**src/source/spidergon_topology_pkg.sv**
```systemverilog
// ring port enum, routing direction enum and the spidergon routing function
package spidergon_topology_pkg;

	// every node has the same three ring neighbours
	localparam int ring_port_count = 3;

	// one index for both sides: the port a flit arrived on and the port it leaves by
	typedef enum logic [1:0]
	{
		port_anticlockwise = 2'd0,
		port_clockwise = 2'd1,
		port_across = 2'd2
	} ring_port_e;

	// same encoding as ring_port_e, with stop for flits that end at this node
	typedef enum logic [1:0]
	{
		dir_anticlockwise = 2'd0,
		dir_clockwise = 2'd1,
		dir_across = 2'd2,
		dir_stop = 2'd3
	} direction_e;

	// distance is measured clockwise from this node to the destination
	function automatic direction_e route(int unsigned dest, int unsigned node,
		int unsigned node_count);
		int unsigned rel;
		rel = (dest + node_count - node) % node_count;
		// near neighbours go around the ring and the far half goes across
		if (rel == 0)
			return dir_stop;
		else if (4 * rel <= node_count)
			return dir_clockwise;
		else if (4 * rel >= 3 * node_count)
			return dir_anticlockwise;
		return dir_across;
	endfunction

endpackage

```
**src/source/noc_flit_pkg.sv**
```systemverilog
// flit type enum, flit layout struct, flit field widths and the destination helper
package noc_flit_pkg;

	// payload width that follows the two type bits of every flit
	localparam int flit_data_width = 16;

	// two virtual channels on every ring input port
	localparam int vc_count = 2;

	// three bits of node index cover a ring of eight nodes
	localparam int node_id_width = 3;

	// header is a head that is also its own tail, so it opens and closes a packet at once
	typedef enum logic [1:0]
	{
		flit_tail = 2'b00,
		flit_head = 2'b01,
		flit_body = 2'b10,
		flit_header = 2'b11
	} flit_type_e;

	typedef logic [0:0] vc_t;
	typedef logic [node_id_width-1:0] node_id_t;

	// vc names the channel that the sender used, body fills the rest of the payload
	typedef struct packed
	{
		flit_type_e kind;
		vc_t vc;
		logic [flit_data_width-$bits(vc_t)-1:0] body;
	} flit_t;

	// head and header flits carry the destination in the top bits of the body
	function automatic node_id_t dest_of(flit_t flit);
		return flit.body[$bits(flit.body)-1 -: node_id_width];
	endfunction

endpackage
```
**src/source/inject_router.sv**
```systemverilog
// route computation for CPU flits with the held packet direction and the output link registers
module inject_router
#(
	parameter int num_nodes = 8,
	parameter int node_id = 0
)
(
	input logic clk,
	input logic reset,
	input noc_flit_pkg::flit_t cpu_in,
	input logic cpu_in_valid,
	output noc_flit_pkg::flit_t link_out [spidergon_topology_pkg::ring_port_count],
	output logic [spidergon_topology_pkg::ring_port_count-1:0] link_out_valid
);

	localparam int ports = spidergon_topology_pkg::ring_port_count;

	logic head_in;
	logic packet_open;
	spidergon_topology_pkg::direction_e held_dir;
	spidergon_topology_pkg::direction_e new_dir;

	// a head picks the direction, everything after it follows the held one
	always_comb
	begin
		head_in = (cpu_in.kind == noc_flit_pkg::flit_head) ||
			(cpu_in.kind == noc_flit_pkg::flit_header);
		if (head_in)
			new_dir = spidergon_topology_pkg::route(noc_flit_pkg::dest_of(cpu_in),
				node_id, num_nodes);
		else
			new_dir = held_dir;
	end

	always_ff @(posedge clk)
	begin
		if (reset)
		begin
			packet_open <= 1'b0;
			held_dir <= spidergon_topology_pkg::dir_stop;
			link_out_valid <= '0;
		end
		else
		begin
			// stop matches no port, so flits for this node leave nothing behind
			for (int p = 0; p < ports; p++)
				link_out_valid[p] <= cpu_in_valid && (int'(new_dir) == p) &&
					(head_in || packet_open);
			if (cpu_in_valid)
			begin
				if (head_in)
					held_dir <= new_dir;
				// open after a head, kept by body, closed by tail and header
				packet_open <= (cpu_in.kind == noc_flit_pkg::flit_head) ||
					((cpu_in.kind == noc_flit_pkg::flit_body) && packet_open);
			end
		end
	end

	// only the selected link register loads the flit
	always_ff @(posedge clk)
	begin
		for (int p = 0; p < ports; p++)
		begin
			if (cpu_in_valid && (int'(new_dir) == p))
				link_out[p] <= cpu_in;
		end
	end

	// the CPU must not send body or tail flits outside a packet
	a_packet_open: assert property (@(posedge clk) disable iff (reset)
		cpu_in_valid && !head_in |-> packet_open);

endmodule

```
**config.mk**
```make
export PLATFORM = sky130hd
export DESIGN_NAME = inject_router
export DESIGN_NICKNAME = d
export VERILOG_FILES = /design/src/source/spidergon_topology_pkg.sv /design/src/source/noc_flit_pkg.sv /design/src/source/inject_router.sv
export SDC_FILE = /design/constraint.sdc
export NUM_CORES = 1
export LEC_CHECK = 0
export BUFFER_PORTS_ARGS = -buffer_cell sky130_fd_sc_hd__clkbuf_2
export CORE_MARGIN = 3
export CORE_UTILIZATION = 49
export CTS_BUF_LIST = sky130_fd_sc_hd__clkbuf_16
export CTS_CLUSTER_DIAMETER = 150
export DETAILED_ROUTE_END_ITERATION = 7
export PLACE_DENSITY = 0.83
export REMOVE_ABC_BUFFERS = 1
export SLEW_MARGIN = 15
export SYNTH_ARGS = -nofsm -noshare
export SYNTH_HDL_FRONTEND = slang
export SYNTH_SLANG_ARGS = --single-unit
```
**constraint.sdc**
```tcl
create_clock -name clk -period 5.35 [get_ports clk]
set_clock_uncertainty 0.05 [all_clocks]
set_input_delay 1.07 -clock clk [delete_from_list [all_inputs] [get_ports clk]]
set_output_delay 1.07 -clock clk [all_outputs]
set_load 0.01 [all_outputs]
```
==> reports/metrics.csv <==
stage,metric,value,unit
power,final total power,1.12,mW
sta,Tcrit/Tclk final,0.520,
setup_path,cell count of the worst reg-to-reg path,3,
placed_design,HPWL after detailed placement,2640,µm
layout,layout net count,199,
layout,filler-free cell count of the finished design,230,
clock_tree,number of buffers added for setup after CTS,0,
layout,final antenna diode count,0,
floorplan,top-level port count,78,
worst_hold_path,min-delay worst type,reg2reg,
routing,Antenna Violating Nets Remaining,0,
global_routing,GR Util All Layers,0.170,
setup_path,FF-to-FF setup slack,3340,ps
layout,synthesis-to-layout area growth,38.1,%
layout,fraction of final layout cells sized beyond drive strength 1,0.527,
routing,count of TritonRoute iterations in the first routing pass,4,
worst_hold_path,startpoint of the tightest hold check path,packet_open,
sta,number of hold violations in the final report,0,
synthesis,number of synthesis warnings,0,
clock_tree,clock tree from TritonCTS,built,
sta,maximum operating frequency,359,MHz
clock_tree,number of hold buffers added after cts,0,
worst_hold_path,terminating pin of the worst hold path,packet_open,
setup_path,maximum single-stage delay on the critical path,610,ps
job,number of violations of the max-capacitance limit,0,
routing,wire per inst,16.0,µm
power,total power divided by cell area,419,nW/µm²
setup_path,data arrival time of the critical path,2750,ps
placed_design,I/O Buffers,77,
floorplan,Cell Rows,22,
setup_path,startpoint type of the worst setup path,input pin,
synthesis,per-instance average area after synthesis,22.0,µm²
sta,slew of the pin with the lowest slew margin,908,ps
global_routing,number of global-route vias before repair,1065,
clock_tree,clock slew seen by the registers of the worst setup and hold paths,50,ps
clock_tree,latest clock arrival within the worst-skew pair,310,ps
placed_design,routability cong.,0.692,
setup_path,largest delay contributor family on the critical path,simple AND/OR/NAND/NOR gates,
routing,DRC marker count from the first detailed-route iteration,69,
clock_tree,CTS Buf Count,9,
sta,RSZ-0062 raised after global routing,no,
setup_path,endpoint kind of the worst setup timing path,register,
setup_path,Critical R2R Launch,held_dir[1],
clock_tree,clock sinks,60,
global_routing,global-route congestion overflow total,0,
sta,setup TNS,0,ps
routing,sum of routed wire length over all layers,3690,µm
sta,number of max-slew violations in the final report,0,
clock_tree,root buffer cell,sky130_fd_sc_hd__clkbuf_16,
routing,Vias,1150,
clock_tree,quantity of gates resized following cts,0,
setup_path,chain of cells forming the critical path,"clkbuf_2, and4b_1, a221o_2, nor3b_2, buf_4",
clock_tree,Max clock buf depth,2,
synthesis,synthesized flop and latch total,60,
synthesis,number of distinct library cells after synthesis,22,
setup_path,critical path buffer and inverter count,2,
synthesis,share of the yosys chip area belonging to registers,0.902,
global_routing,maximum number of pins on one net before global-route repair,19,
setup_path,critical setup path kind,in2reg,
floorplan,width of the die,68.8,µm
routing,detailed-route DRC error count,0,
sta,final-layout worst hold slack,423,ps
global_routing,number of antenna violations at the first check in global routing,0,
global_routing,global-route wire length before repair,5350,µm
placed_design,Cell Count Post-Placement,215,
floorplan,vertical extent of the die,68.8,µm
power,Max IR drop VDD,0.313,mV
setup_path,Max Fanout on Critical Path,10,
power,Leak,1.10,nW
sta,time the worst path needs with I/O delays and setup,2780,ps
floorplan,Starting Density,0.516,
clock_tree,maximum level of the CTS H-tree,3,
setup_path,data required time at the worst endpoint,5310,ps
synthesis,area of the mapped netlist,1930,µm²
layout,final core area utilization,0.713,
setup_path,R2R Path End,link_out[53],
sta,number of setup violations in the final report,0,
floorplan,Total Die Area,4730,µm²
floorplan,core region area,3740,µm²
sta,worst slew slack as a fraction of its limit,0.395,
outcome,outcome,finished clean,
setup_path,cell at the slowest stage of the critical path,sky130_fd_sc_hd__nor3b_2,
routing,detailed-route vias per instance,5.00,
synthesis,number of instances in the synthesized netlist,88,
worst_hold_path,hold path cells,2,
## sequential cells by signal, summed over array words and instances (netlist names)
signal	flops
packet_open	1
link_out	54
held_dir	2
link_out_valid	3
## worst max-delay path by stage
stage	from	to	slack [ps]	cells past startpoint
2_1_floorplan	cpu_in[14]	link_out[36]	2500	3
3_5_place_dp	cpu_in[16]	link_out[53]	2260	5
6_report	cpu_in[16]	link_out[53]	2570	5
4_1_cts	cpu_in[16]	link_out[53]	2590	5
3_3_place_gp	cpu_in[16]	link_out[47]	2340	5
5_1_grt	cpu_in[16]	link_out[53]	2520	5
## cells by family after synthesis
family,Yosys count,synth area share
AND/OR/NAND/NOR,14,0.0512
buffers and inverters,2,0.00388
flip-flops,60,0.902
AO/OA/AOI/OAI,11,0.0389
XOR/XNOR,1,0.00453
## report_power, final
group	total [mW]	internal (mW)	switching, mW
logic	0.0601	0.0222	0.0380
registers	0.541	0.535	0.00573
clock network	0.516	0.348	0.168
total	1.12	0.905	0.212
## cell type report
type,count,area [µm²]
sequential,60,1740
fill,264,1080
clock inverter,6,50.0
inverter,2,7.51
clock buffer,9,225
multi-input combinational,26,183
timing repair buffer,79,400
tap,48,60.1
## tightest hold or removal path: stages (launching register included)
cell and delay, ps:
sky130_fd_sc_hd__dfxtp_1 300, sky130_fd_sc_hd__o21ai_0 70, sky130_fd_sc_hd__a21oi_1 60
## cell usage after synthesis
cell / instances / area (µm²)
sky130_fd_sc_hd__and3_1: 1 / 6.26
sky130_fd_sc_hd__a221o_2: 1 / 11.3
sky130_fd_sc_hd__nand2_1: 2 / 7.51
sky130_fd_sc_hd__a21o_1: 1 / 7.51
sky130_fd_sc_hd__nand2b_1: 2 / 12.5
sky130_fd_sc_hd__and4b_1: 1 / 10.0
sky130_fd_sc_hd__o21ai_0: 3 / 15.0
sky130_fd_sc_hd__o2111ai_1: 1 / 8.76
sky130_fd_sc_hd__o21ba_2: 1 / 10.0
sky130_fd_sc_hd__nor3_2: 2 / 20.0
sky130_fd_sc_hd__inv_2: 1 / 3.75
sky130_fd_sc_hd__nor2b_1: 2 / 12.5
sky130_fd_sc_hd__a21oi_1: 3 / 15.0
sky130_fd_sc_hd__nor3b_2: 1 / 12.5
sky130_fd_sc_hd__edfxtp_1: 54 / 1620
sky130_fd_sc_hd__dfxtp_1: 6 / 120
sky130_fd_sc_hd__xnor2_1: 1 / 8.76
sky130_fd_sc_hd__o21a_1: 1 / 7.51
sky130_fd_sc_hd__and2b_1: 1 / 7.51
sky130_fd_sc_hd__nor2_1: 1 / 3.75
sky130_fd_sc_hd__inv_1: 1 / 3.75
sky130_fd_sc_hd__or2_0: 1 / 6.26
## cells in the final DEF (no fill, tap or decap), types with 2 or more instances in the layout
master / count
sky130_fd_sc_hd__o21ai_0: 3
sky130_fd_sc_hd__clkbuf_2: 77
sky130_fd_sc_hd__a21oi_1: 3
sky130_fd_sc_hd__clkbuf_16: 9
sky130_fd_sc_hd__nand2_1: 2
sky130_fd_sc_hd__dfxtp_1: 6
sky130_fd_sc_hd__nor3_2: 2
sky130_fd_sc_hd__inv_1: 4
sky130_fd_sc_hd__nand2b_1: 2
sky130_fd_sc_hd__buf_4: 2
sky130_fd_sc_hd__nor2b_1: 2
sky130_fd_sc_hd__edfxtp_1: 54
## metal layers
layer / wire [µm] / global-route usage
met5: 0 / 0
met4: 24 / 0.0584
met3: 389 / 0.0746
met2: 1760 / 0.271
met1: 1520 / 0.207
## metrics by stage
| stage | instance area (µm²) | setup WS, ps |
|---|---|---|
| finish | 2670 | 2570 |
| global route | 2670 | 2520 |
| CTS | 2670 | 2590 |
| detailed placement | 2390 | 2260 |
| global placement | 2390 | 2340 |
| floorplan | 1930 | 2500 |
Power figures use the tool's default switching activity.
